<file path="config.mk">
export PLATFORM = sky130hd
export DESIGN_NAME = deca_periph_top
export DESIGN_NICKNAME = d
export VERILOG_FILES = /design/src/design/deca_pkg.sv /design/src/design/wb_decoder.sv /design/src/design/gpio_bank.sv /design/src/design/board_io.sv /design/src/design/machine_timer.sv /design/src/design/deca_periph_top.sv
export SDC_FILE = /design/constraint.sdc
export NUM_CORES = 1
export LEC_CHECK = 0
export ABC_AREA = 1
export ABC_CLOCK_PERIOD_IN_PS = 6380
export BUFFER_PORTS_ARGS = -buffer_cell sky130_fd_sc_hd__buf_2
export CAP_MARGIN = 20
export CORE_UTILIZATION = 45
export DETAILED_ROUTE_END_ITERATION = 6
export GPL_ROUTABILITY_DRIVEN = 0
export SLEW_MARGIN = 20
export SYNTH_ARGS = -nofsm -noshare
export SYNTH_HDL_FRONTEND = slang
export SYNTH_SLANG_ARGS = --single-unit
</file>
<file path="constraint.sdc">
create_clock -name i_clk -period 6.38 [get_ports i_clk]
set_input_delay 0.638 -clock i_clk [delete_from_list [all_inputs] [get_ports i_clk]]
set_output_delay 0.638 -clock i_clk [all_outputs]
set_load 0.03 [all_outputs]
</file>
<file path="src/design/deca_pkg.sv">
package deca_pkg;

  // bus widths
  // byte address width, the bus itself carries word addresses
  localparam int WB_AW = 32;
  localparam int WB_DW = 32;
  localparam int WB_SW = WB_DW / 8;

  // request from the bus master
  typedef struct packed {
    // word address, byte address bits 31:2
    logic [WB_AW-3:0] adr;
    logic [WB_DW-1:0] dat;
    logic [WB_SW-1:0] sel;
    logic             we;
    logic             cyc;
    logic             stb;
  } wb_req_t;

  // response back to the master
  typedef struct packed {
    logic [WB_DW-1:0] dat;
    logic             ack;
  } wb_rsp_t;

  // peripheral regions, byte address bits 7:4
  typedef enum logic [2:0] {
    SLOT_GPIO_A = 3'd0,
    SLOT_GPIO_B = 3'd1,
    SLOT_BOARD  = 3'd2,
    SLOT_TIMER  = 3'd3,
    SLOT_NONE   = 3'd4
  } slot_e;

  // register offsets, byte address bits 3:2
  typedef enum logic [1:0] {
    GPIO_DATA = 2'd0,
    GPIO_DIR  = 2'd1
  } gpio_reg_e;

  typedef enum logic [1:0] {
    BOARD_LEDS = 2'd0,
    BOARD_SW   = 2'd1,
    BOARD_PEND = 2'd2,
    BOARD_MASK = 2'd3
  } board_reg_e;

  typedef enum logic [1:0] {
    TIM_LO = 2'd0,
    TIM_HI = 2'd1,
    CMP_LO = 2'd2,
    CMP_HI = 2'd3
  } timer_reg_e;

  // one gpio bank at its pins, dir bit set means drive
  typedef struct packed {
    logic [7:0] dout;
    logic [7:0] dir;
  } gpio_pins_t;

endpackage

</file>
<file path="src/design/wb_decoder.sv">
`timescale 1ns/10ps

module wb_decoder (
  input  logic              i_clk,
  input  logic              i_rst,
  input  deca_pkg::wb_req_t host_req_i,
  output deca_pkg::wb_rsp_t host_rsp_o,
  output deca_pkg::wb_req_t gpio_a_req_o,
  output deca_pkg::wb_req_t gpio_b_req_o,
  output deca_pkg::wb_req_t board_req_o,
  output deca_pkg::wb_req_t timer_req_o,
  input  deca_pkg::wb_rsp_t gpio_a_rsp_i,
  input  deca_pkg::wb_rsp_t gpio_b_rsp_i,
  input  deca_pkg::wb_rsp_t board_rsp_i,
  input  deca_pkg::wb_rsp_t timer_rsp_i
);

  import deca_pkg::*;

  slot_e slot;
  logic  none_ack_q;

  // word address bits 5:2 are byte address bits 7:4
  always_comb begin
    case (host_req_i.adr[5:2])
      4'd0:    slot = SLOT_GPIO_A;
      4'd1:    slot = SLOT_GPIO_B;
      4'd2:    slot = SLOT_BOARD;
      4'd3:    slot = SLOT_TIMER;
      default: slot = SLOT_NONE;
    endcase
  end

  // same request to every slave, only the selected one sees stb
  always_comb begin
    gpio_a_req_o     = host_req_i;
    gpio_b_req_o     = host_req_i;
    board_req_o      = host_req_i;
    timer_req_o      = host_req_i;
    gpio_a_req_o.stb = host_req_i.stb && (slot == SLOT_GPIO_A);
    gpio_b_req_o.stb = host_req_i.stb && (slot == SLOT_GPIO_B);
    board_req_o.stb  = host_req_i.stb && (slot == SLOT_BOARD);
    timer_req_o.stb  = host_req_i.stb && (slot == SLOT_TIMER);
  end

  // unmapped region answers by itself, one cycle later
  always_ff @(posedge i_clk or posedge i_rst) begin
    if (i_rst) begin
      none_ack_q <= 1'b0;
    end else begin
      none_ack_q <= host_req_i.cyc && host_req_i.stb && (slot == SLOT_NONE) && !none_ack_q;
    end
  end

  // master holds the request through the ack cycle, so slot still points at the responder
  always_comb begin
    case (slot)
      SLOT_GPIO_A: host_rsp_o = gpio_a_rsp_i;
      SLOT_GPIO_B: host_rsp_o = gpio_b_rsp_i;
      SLOT_BOARD:  host_rsp_o = board_rsp_i;
      SLOT_TIMER:  host_rsp_o = timer_rsp_i;
      default:     host_rsp_o = '{dat: '0, ack: none_ack_q};
    endcase
  end

endmodule

</file>
<file path="src/design/gpio_bank.sv">
`timescale 1ns/10ps

module gpio_bank (
  input  logic                 i_clk,
  input  logic                 i_rst,
  input  deca_pkg::wb_req_t    req_i,
  output deca_pkg::wb_rsp_t    rsp_o,
  input  logic [7:0]           pins_i,
  output deca_pkg::gpio_pins_t pins_o
);

  import deca_pkg::*;

  gpio_reg_e        reg_sel;
  logic             access;
  logic             wr_en;
  logic             ack_q;
  logic [7:0]       dout_q;
  logic [7:0]       dir_q;
  logic [WB_DW-1:0] rd_next;
  logic [WB_DW-1:0] rdata_q;

  assign reg_sel = gpio_reg_e'(req_i.adr[1:0]);
  assign access  = req_i.cyc && req_i.stb && !ack_q;
  // both registers sit in byte lane 0
  assign wr_en   = access && req_i.we && req_i.sel[0];

  always_ff @(posedge i_clk or posedge i_rst) begin
    if (i_rst) begin
      ack_q  <= 1'b0;
      dout_q <= '0;
      dir_q  <= '0;
    end else begin
      ack_q <= access;
      if (wr_en && reg_sel == GPIO_DATA) begin
        dout_q <= req_i.dat[7:0];
      end
      if (wr_en && reg_sel == GPIO_DIR) begin
        dir_q <= req_i.dat[7:0];
      end
    end
  end

  // data offset reads the live pins, not the output register
  always_comb begin
    case (reg_sel)
      GPIO_DATA: rd_next = WB_DW'(pins_i);
      GPIO_DIR:  rd_next = WB_DW'(dir_q);
      default:   rd_next = '0;
    endcase
  end

  always_ff @(posedge i_clk) begin
    if (access) begin
      rdata_q <= rd_next;
    end
  end

  assign rsp_o  = '{dat: rdata_q, ack: ack_q};
  assign pins_o = '{dout: dout_q, dir: dir_q};

endmodule

</file>
<file path="src/design/board_io.sv">
`timescale 1ns/10ps

module board_io #(
  parameter int NUM_SW = 3
) (
  input  logic              i_clk,
  input  logic              i_rst,
  input  deca_pkg::wb_req_t req_i,
  output deca_pkg::wb_rsp_t rsp_o,
  input  logic [NUM_SW-1:0] sw_i,
  output logic [7:0]        leds_o,
  output logic              irq_ext_o
);

  import deca_pkg::*;

  board_reg_e        reg_sel;
  logic              access;
  logic              wr_en;
  logic              ack_q;
  logic [7:0]        leds_q;
  logic [NUM_SW-1:0] sw_meta_q;
  logic [NUM_SW-1:0] sw_sync_q;
  logic [NUM_SW-1:0] sw_prev_q;
  logic [NUM_SW-1:0] sw_rise;
  logic [NUM_SW-1:0] pend_clr;
  logic [NUM_SW-1:0] pend_q;
  logic [NUM_SW-1:0] mask_q;
  logic              irq_q;
  logic [WB_DW-1:0]  rd_next;
  logic [WB_DW-1:0]  rdata_q;

  assign reg_sel = board_reg_e'(req_i.adr[1:0]);
  assign access  = req_i.cyc && req_i.stb && !ack_q;
  // up to 8 switches, everything lives in byte lane 0
  assign wr_en   = access && req_i.we && req_i.sel[0];

  assign sw_rise  = sw_sync_q & ~sw_prev_q;
  // write one to clear
  assign pend_clr = (wr_en && reg_sel == BOARD_PEND) ? req_i.dat[NUM_SW-1:0] : '0;

  always_ff @(posedge i_clk or posedge i_rst) begin
    if (i_rst) begin
      ack_q     <= 1'b0;
      leds_q    <= '0;
      sw_meta_q <= '0;
      sw_sync_q <= '0;
      sw_prev_q <= '0;
      pend_q    <= '0;
      mask_q    <= '0;
      irq_q     <= 1'b0;
    end else begin
      ack_q <= access;
      // two flop synchronizer, third flop for the edge
      sw_meta_q <= sw_i;
      sw_sync_q <= sw_meta_q;
      sw_prev_q <= sw_sync_q;
      // new edge wins over a clear in the same cycle
      pend_q <= (pend_q & ~pend_clr) | sw_rise;
      irq_q  <= |(pend_q & mask_q);
      if (wr_en && reg_sel == BOARD_LEDS) begin
        leds_q <= req_i.dat[7:0];
      end
      if (wr_en && reg_sel == BOARD_MASK) begin
        mask_q <= req_i.dat[NUM_SW-1:0];
      end
    end
  end

  always_comb begin
    case (reg_sel)
      BOARD_LEDS: rd_next = WB_DW'(leds_q);
      BOARD_SW:   rd_next = WB_DW'(sw_sync_q);
      BOARD_PEND: rd_next = WB_DW'(pend_q);
      BOARD_MASK: rd_next = WB_DW'(mask_q);
      default:    rd_next = '0;
    endcase
  end

  always_ff @(posedge i_clk) begin
    if (access) begin
      rdata_q <= rd_next;
    end
  end

  assign rsp_o     = '{dat: rdata_q, ack: ack_q};
  assign leds_o    = leds_q;
  assign irq_ext_o = irq_q;

endmodule

</file>
<file path="src/design/machine_timer.sv">
`timescale 1ns/10ps

module machine_timer #(
  parameter int TIMER_DIV = 4
) (
  input  logic              i_clk,
  input  logic              i_rst,
  input  deca_pkg::wb_req_t req_i,
  output deca_pkg::wb_rsp_t rsp_o,
  output logic              irq_timer_o
);

  import deca_pkg::*;

  localparam int               DIV_W    = (TIMER_DIV > 1) ? $clog2(TIMER_DIV) : 1;
  localparam logic [DIV_W-1:0] DIV_LAST = DIV_W'(TIMER_DIV - 1);

  timer_reg_e       reg_sel;
  logic             access;
  logic             wr_en;
  logic             ack_q;
  logic [DIV_W-1:0] div_cnt_q;
  logic             tick;
  logic [63:0]      mtime_q;
  logic [63:0]      mtimecmp_q;
  logic             irq_q;
  logic [WB_DW-1:0] rd_next;
  logic [WB_DW-1:0] rdata_q;

  // replace only the byte lanes enabled by sel
  function automatic logic [WB_DW-1:0] merge_bytes(input logic [WB_DW-1:0] old_v,
                                                   input logic [WB_DW-1:0] new_v,
                                                   input logic [WB_SW-1:0] sel);
    logic [WB_DW-1:0] res;
    res = old_v;
    for (int i = 0; i < WB_SW; i++) begin
      if (sel[i]) begin
        res[i*8 +: 8] = new_v[i*8 +: 8];
      end
    end
    return res;
  endfunction

  assign reg_sel = timer_reg_e'(req_i.adr[1:0]);
  assign access  = req_i.cyc && req_i.stb && !ack_q;
  assign wr_en   = access && req_i.we;
  assign tick    = (div_cnt_q == DIV_LAST);

  always_ff @(posedge i_clk or posedge i_rst) begin
    if (i_rst) begin
      ack_q      <= 1'b0;
      div_cnt_q  <= '0;
      mtime_q    <= '0;
      // all ones keeps the interrupt low out of reset
      mtimecmp_q <= '1;
      irq_q      <= 1'b0;
    end else begin
      ack_q     <= access;
      div_cnt_q <= tick ? '0 : div_cnt_q + 1'b1;
      // a bus write to mtime takes priority over the tick
      if (wr_en && reg_sel == TIM_LO) begin
        mtime_q[31:0] <= merge_bytes(mtime_q[31:0], req_i.dat, req_i.sel);
      end else if (wr_en && reg_sel == TIM_HI) begin
        mtime_q[63:32] <= merge_bytes(mtime_q[63:32], req_i.dat, req_i.sel);
      end else if (tick) begin
        mtime_q <= mtime_q + 64'd1;
      end
      if (wr_en && reg_sel == CMP_LO) begin
        mtimecmp_q[31:0] <= merge_bytes(mtimecmp_q[31:0], req_i.dat, req_i.sel);
      end
      if (wr_en && reg_sel == CMP_HI) begin
        mtimecmp_q[63:32] <= merge_bytes(mtimecmp_q[63:32], req_i.dat, req_i.sel);
      end
      irq_q <= (mtime_q >= mtimecmp_q);
    end
  end

  always_comb begin
    case (reg_sel)
      TIM_LO:  rd_next = mtime_q[31:0];
      TIM_HI:  rd_next = mtime_q[63:32];
      CMP_LO:  rd_next = mtimecmp_q[31:0];
      default: rd_next = mtimecmp_q[63:32];
    endcase
  end

  always_ff @(posedge i_clk) begin
    if (access) begin
      rdata_q <= rd_next;
    end
  end

  assign rsp_o       = '{dat: rdata_q, ack: ack_q};
  assign irq_timer_o = irq_q;

endmodule

</file>
<file path="src/design/deca_periph_top.sv">
`timescale 1ns/10ps

module deca_periph_top #(
  parameter int NUM_SW    = 3,
  parameter int TIMER_DIV = 4
) (
  input  logic                 i_clk,
  input  logic                 i_rst,
  input  deca_pkg::wb_req_t    wb_req_i,
  output deca_pkg::wb_rsp_t    wb_rsp_o,
  input  logic [7:0]           gpio_a_i,
  input  logic [7:0]           gpio_b_i,
  output deca_pkg::gpio_pins_t gpio_a_o,
  output deca_pkg::gpio_pins_t gpio_b_o,
  input  logic [NUM_SW-1:0]    sw_i,
  output logic [7:0]           leds_o,
  output logic                 irq_ext_o,
  output logic                 irq_timer_o
);

  import deca_pkg::*;

  wb_req_t gpio_a_req;
  wb_req_t gpio_b_req;
  wb_req_t board_req;
  wb_req_t timer_req;
  wb_rsp_t gpio_a_rsp;
  wb_rsp_t gpio_b_rsp;
  wb_rsp_t board_rsp;
  wb_rsp_t timer_rsp;

  wb_decoder wb_decoder_i (
    .i_clk        (i_clk),
    .i_rst        (i_rst),
    .host_req_i   (wb_req_i),
    .host_rsp_o   (wb_rsp_o),
    .gpio_a_req_o (gpio_a_req),
    .gpio_b_req_o (gpio_b_req),
    .board_req_o  (board_req),
    .timer_req_o  (timer_req),
    .gpio_a_rsp_i (gpio_a_rsp),
    .gpio_b_rsp_i (gpio_b_rsp),
    .board_rsp_i  (board_rsp),
    .timer_rsp_i  (timer_rsp)
  );

  gpio_bank gpio_a_i_bank (
    .i_clk  (i_clk),
    .i_rst  (i_rst),
    .req_i  (gpio_a_req),
    .rsp_o  (gpio_a_rsp),
    .pins_i (gpio_a_i),
    .pins_o (gpio_a_o)
  );

  gpio_bank gpio_b_i_bank (
    .i_clk  (i_clk),
    .i_rst  (i_rst),
    .req_i  (gpio_b_req),
    .rsp_o  (gpio_b_rsp),
    .pins_i (gpio_b_i),
    .pins_o (gpio_b_o)
  );

  board_io #(
    .NUM_SW (NUM_SW)
  ) board_io_i (
    .i_clk     (i_clk),
    .i_rst     (i_rst),
    .req_i     (board_req),
    .rsp_o     (board_rsp),
    .sw_i      (sw_i),
    .leds_o    (leds_o),
    .irq_ext_o (irq_ext_o)
  );

  machine_timer #(
    .TIMER_DIV (TIMER_DIV)
  ) machine_timer_i (
    .i_clk       (i_clk),
    .i_rst       (i_rst),
    .req_i       (timer_req),
    .rsp_o       (timer_rsp),
    .irq_timer_o (irq_timer_o)
  );

endmodule

</file>
# Word-level counts from Yosys, hierarchy flattened
# Index checks and enable logic that the tools add are counted.
totals:
  reg_bits: 320
  input_bits: 90
  output_inout_bits: 75
  word_cells: 144
op_classes:
  n_addsub: 2
  n_lt_le_gt_ge: 1
  n_eq_ne: 20
  n_mux: 16
  n_bitwise: 7
  n_reduce_logical: 60
op_table:
  columns: ["op", "n"]
  rows:
  - ["33-bit case mux with 4 select lines", 1]
  - ["32-bit case mux with 4 select lines", 1]
  - ["32-bit two-way mux", 3]
  - ["32-bit case mux with 3 select lines", 1]
  - ["64-bit by 1-bit adder with 64-bit output (second input constant)", 1]
  - ["64-bit greater-or-equal comparator", 1]
  - ["64-bit two-way mux", 1]
  - ["1-bit logical AND", 33]
  - ["8-bit two-way mux", 4]
  - ["8-bit case mux with 2 select lines", 2]
  - ["3-bit AND reduction", 8]
  - ["2-bit != test (second input constant)", 8]
  - ["2-bit AND reduction", 8]
  - ["3-bit case mux with 4 select lines", 1]
  - ["3-bit AND", 3]
  - ["4-bit by 2-bit == test with 1-bit output (second input constant)", 2]
  - ["2-bit == test (second input constant)", 3]
  - ["3-bit by 2-bit == test with 1-bit output (second input constant)", 2]
  - ["3-bit NOT", 2]
  - ["1-bit zero test", 5]
  - ["4-bit by 1-bit == test with 1-bit output (second input constant)", 1]
  - ["4-bit zero test", 1]
  - ["2-bit nonzero test", 2]
  - ["3-bit by 1-bit == test with 1-bit output (second input constant)", 1]
  - ["11 further kinds", 11]

# Logic depth before layout (Yosys ltp)
depth:
  ltp_word: 13
  mapped_depth: 15
  mapped_depth_nobuf: 15

# Modules after synthesis
# A second synthesis with hierarchy kept.
unflattened:
  cells_unflattened: 2418
  hier_area_um2: 18213.7
modules_own_cells:
  columns: ["module", "instances", "cells_each", "area_each_um2", "seq_area_each_um2"]
  rows:
  - ["machine_timer", 1, 1542, 11014.3, 4344.2]
  - ["wb_decoder", 1, 487, 3183.1, 25.0]
  - ["gpio_bank", 2, 121, 1260.0, 665.6]
  - ["board_io", 1, 147, 1496.4, 865.8]

# Least setup slack after synthesis
# No wires, ideal clock.
synth_timing:
  path_type: "input to output"
  from: "in wb_req_i[44] (netlist bit)"
  to: "out wb_rsp_o[0] (netlist bit)"
  t_arrival_ns: 1.637
  t_required_ns: 5.742
  slack_ns: 4.105
  cell_stages: 6
  path_buffers: 0
  path_cell_list: "nor2_4 -> nand3_1 -> nand4_1 -> clkinv_1 -> nand2_1 -> nand4_1"
synth_rtl:
  columns: ["item", "line_no", "text"]
  rows:
  - ["from (decl)", "deca_periph_top.sv:9", "input deca_pkg::wb_req_t wb_req_i,"]
  - ["to (decl)", "deca_periph_top.sv:10", "output deca_pkg::wb_rsp_t wb_rsp_o,"]

# Worst setup path in the final report
layout_timing:
  from: "in wb_req_i[44] (netlist bit)"
  to: "reg machine_timer_i.mtime_q[45]"
layout_via:
  elab_chain_cells: 10
  elab_cells_between_ends: 17
  classes_between: "5 x eq/ne; 2 x mux; 1 x bitwise; 9 x reduce/logical"
layout_lines:
  columns: ["item", "line_no", "text"]
  rows:
  - ["4-bit by 2-bit == test with 1-bit output (tied with other cells)", "wb_decoder.sv:25", "case (host_req_i.adr[5:2])"]
  - ["3-bit case mux with 4 select lines (*)", "wb_decoder.sv:25", null]
  - ["3-bit by 2-bit == test with 1-bit output (*)", "wb_decoder.sv:43", "timer_req_o.stb = host_req_i.stb && (slot == SLOT_TIMER);"]
  - ["1-bit logical AND (*)", "wb_decoder.sv:43", null]
  - ["1-bit logical AND (*) (2 in series)", "machine_timer.sv:45", "assign access = req_i.cyc && req_i.stb && !ack_q;"]
  - ["named net machine_timer_i.access", "machine_timer.sv:19", "logic access;"]
  - ["1-bit logical AND (*)", "machine_timer.sv:46", "assign wr_en = access && req_i.we;"]
  - ["1-bit logical AND (on tied branches)", "machine_timer.sv:63, machine_timer.sv:61", null]
  - ["2-bit != test (no source line) (tied with other cells)", null, null]
  - ["3-bit AND reduction (no source line)", null, null]
  - ["to (signal assigned)", "machine_timer.sv:64", "mtime_q[63:32] <= merge_bytes(mtime_q[63:32], req_i.dat, req_i.sel);"]
  - ["to (signal assigned)", "machine_timer.sv:66", "mtime_q <= mtime_q + 64'd1;"]
  - ["to (decl)", "machine_timer.sv:24", "logic [63:0] mtime_q;"]
# Mark *: on every way through the listed nets, which the timed path passes. The rest lies on a longest branch.
# A chain may end at the register's enable or synchronous reset.

==> impl_metrics.json <==
{
  "hold_path_class": "in2reg",
  "fin_nets": 2280,
  "dp_hpwl_um": 34900,
  "arrival_ps": 3980,
  "violations": "DRC",
  "clockBufferDepth": 3,
  "drc": 6,
  "layout.cells.most_common": "sky130_fd_sc_hd__nand2_1",
  "report.final.hold_viol_count": 0,
  "critical_path_peak_fanout": 36,
  "cap_viol_max_count": 0,
  "critical_path_required_ps": 6830,
  "antenna_violating_nets_post_route": 0,
  "setup_viol_count_final": 0,
  "ys_top_cells_by_area": "sky130_fd_sc_hd__dfrtp_1 (22%), sky130_fd_sc_hd__nand2_1 (16%), sky130_fd_sc_hd__dfstp_2 (11%)",
  "cts_hold_buffers": 0,
  "status": "finished, violations left",
  "worst-setup-path-type": "in2reg",
  "num_rows": 66,
  "cell_depth_of_the_worst_min_delay_path": 1,
  "fp.dieH_um": 184,
  "ir_worst_vdd_mv": 0.217,
  "multi_input_comb_area_um2": 7110,
  "mappedNetlistNets": 2152,
  "clock_insertion_delay_worst_skew_ps": 560,
  "first_global_vias": 13077,
  "power_per_cell_area_nw_per_um2": 246,
  "layout_min_cycle_time_ps": 3530,
  "yosysWarningCount": 0,
  "critical_path.endpoint": "machine_timer_i.mtime_q[45]$_DFFE_PP0P_",
  "clock_sinks": 248,
  "synth-seq-area-share": 0.443,
  "fp.dieW_um": 184,
  "worst_setup_path_end_kind": "register",
  "timing.final.max_slew_violations": 0,
  "timing.setup.tns_ps": 0,
  "cts_setup_buffers": 0,
  "worstReg2RegStart": "machine_timer_i.ack_q$_DFF_PP0_",
  "finalCritPeriodShare": 0.554,
  "h_tree_levels": 1,
  "synth_area_um2": 14800,
  "wl_um": 47800,
  "netlist_instances": 1996,
  "dr.pass1.iters": 7,
  "syn_to_final_growth_pct": 14.1,
  "n_fill_cell": 3273,
  "r2r_setup_slack_ps": 3010,
  "grt_antenna_before_repair": 0,
  "vias_per_cell": 5.37,
  "pin_count_of_the_biggest_net_entering_global_routing": 120,
  "port_buffers": 140,
  "synthDominantAreaCellType": "sky130_fd_sc_hd__dfrtp_1",
  "clkSlewWorstSetupHoldPaths_ps": 60,
  "relSlewSlack": 0.368,
  "rsz_0062_raised_after_global_routing": "false",
  "tritoncts": "yes",
  "share_of_yosys_cell_area_claimed_by_the_top_area_cell_type": 0.216,
  "worst_clock_skew_ps": 16.1,
  "insertedDiodeCount": 0,
  "initial_utilization": 0.457,
  "grt_pass1_wl_um": 73700,
  "ff2ff_path_depth": 11,
  "cts-root-buf": "sky130_fd_sc_hd__clkbuf_16",
  "register_area_um2": 6570,
  "total_die_area_um2": 33700,
  "worst_setup_path_startpoint": "wb_req_i[44]",
  "tightest_slew_ps": 948,
  "avgSynthCellArea_um2": 7.43,
  "ys_ff_latch": 248,
  "reported_leakage_power_nw": 7.94,
  "maxClockFrequency_mhz": 283,
  "r2r-end": "machine_timer_i.mtime_q[45]$_DFFE_PP0P_",
  "grt-ovfl-total": 0,
  "post_route_cells_drive_above_1_share": 0.137,
  "placeableCoreArea_um2": 32500,
  "critical_path.startpoint_type": "input pin",
  "top_level_ports": 165,
  "grt_util_all_layers": 0.287,
  "finalHoldWorstSlack_ps": 182,
  "drt_iter0_drc": 1259,
  "wire_per_inst_um": 18.5,
  "post_synth_num_cell_types": 46,
  "cts_inserted_buffers": 29,
  "route.vias.total": 13896,
  "most-common-layout-cells": "sky130_fd_sc_hd__nand2_1 (641), sky130_fd_sc_hd__inv_1 (236), sky130_fd_sc_hd__nor2_1 (231)",
  "cts_resized": 0
}
-- layer usage --
metal  wire, µm  GRT usage
met5          0    0.00296
met3       3420     0.0404
met4       1740      0.101
met2      20900      0.449
met1      21700      0.407
-- cell type report --
class | count | share of cell area
clock buffer | 41 | 0.0491
multi-input combinational | 1450 | 0.420
sequential | 248 | 0.388
tap | 442 | 0.0327
inverter | 246 | 0.0551
timing repair buffer | 149 | 0.0454
clock inverter | 12 | 0.00947
-- worst min-delay path by stage --
stage                                                    to  slack, ps                               from
final                     board_io_i.sw_meta_q[1]$_DFF_PP0_        180                            sw_i[1]
after global routing      board_io_i.sw_meta_q[1]$_DFF_PP0_        170                            sw_i[1]
after CTS                 board_io_i.sw_meta_q[1]$_DFF_PP0_        160                            sw_i[1]
after detailed placement  board_io_i.sw_sync_q[0]$_DFF_PP0_        330  board_io_i.sw_meta_q[0]$_DFF_PP0_
after global placement    board_io_i.sw_sync_q[1]$_DFF_PP0_        330  board_io_i.sw_meta_q[1]$_DFF_PP0_
after floorplan           board_io_i.sw_sync_q[0]$_DFF_PP0_        330  board_io_i.sw_meta_q[0]$_DFF_PP0_
-- worst max-delay path: stages --
cell and delay [ps]:
sky130_fd_sc_hd__buf_2 120, sky130_fd_sc_hd__nor2_4 180, sky130_fd_sc_hd__nand2_4 300, sky130_fd_sc_hd__nor2_8 680, sky130_fd_sc_hd__nand3_4 590, sky130_fd_sc_hd__buf_4 430, sky130_fd_sc_hd__nand2_1 110, sky130_fd_sc_hd__nand2_2 160
sky130_fd_sc_hd__a21oi_4 320, sky130_fd_sc_hd__inv_1 210, sky130_fd_sc_hd__nand2_1 110, sky130_fd_sc_hd__nand2_1 70
-- synthesized netlist by cell type (all sizes together) --
cell     count
xor2        10
clkbuf      25
o22ai       17
and3b        2
dfrtp      128
dfstp       64
or2          6
and2         7
nand2      648
a221oi       2
a21oi       57
a21boi       4
o2111ai     14
inv        241
edfxtp      56
ha          66
xnor2        3
nand3b       3
nor2       239
a21o         1
nand3      103
nand4       38
o211ai       1
nor4         1
a22o        16
nor3         8
clkinv       5
o21a         3
buf         27
o21ai      201
-- stage by stage --
step / area (µm²) / setup WS, ps / utilization / power [mW] / cells
floorplan: 14800 / 621 / - / 2.23 / 1996
finish: 16900 / 2850 / 0.521 / 4.17 / 2588
global placement: 15900 / 2280 / 0.491 / 2.44 / 2535
detailed placement: 15900 / 2250 / 0.491 / 2.45 / 2535
CTS: 16900 / 2820 / 0.521 / 4.19 / 2588
global route: 16900 / 2620 / 0.521 / 4.35 / 2588
-- where the power goes --
group	switching [mW]	internal, mW	leakage (nW)
combinational	0.411	0.206	4.71
clock	0.670	1.06	0.481
sequential	0.114	1.71	2.75
total	1.20	2.97	7.94
-- registers in the layout (all words and copies together), names as in the netlist, 2 cells and up --
name / cells
board_io_i.pend_q: 3
machine_timer_i.rdata_q: 32
gpio_b_i_bank.dir_q: 8
board_io_i.sw_sync_q: 3
gpio_a_i_bank.dir_q: 8
gpio_a_i_bank.rdata_q: 8
board_io_i.leds_o: 8
board_io_i.mask_q: 3
machine_timer_i.div_cnt_q: 2
board_io_i.sw_meta_q: 3
board_io_i.rdata_q: 8
gpio_b_i_bank.rdata_q: 8
machine_timer_i.mtime_q: 64
machine_timer_i.mtimecmp_q: 64
board_io_i.sw_prev_q: 3
gpio_b_i_bank.dout_q: 8
gpio_a_i_bank.dout_q: 8
-- cell families (layout without fill, tap and decap cells) --
kind of cell,count (synthesis),after routing,synth area share
and+or+nand+nor,1055,1055,0.294
AOI/OAI and AO/OA,316,316,0.121
buffers and inverters,298,448,0.0788
DFF,248,248,0.443
adders and majority gates,66,66,0.0557
xor gates and xnor gates,13,13,0.00768
No activity file was read; power rests on OpenSTA's default activity.
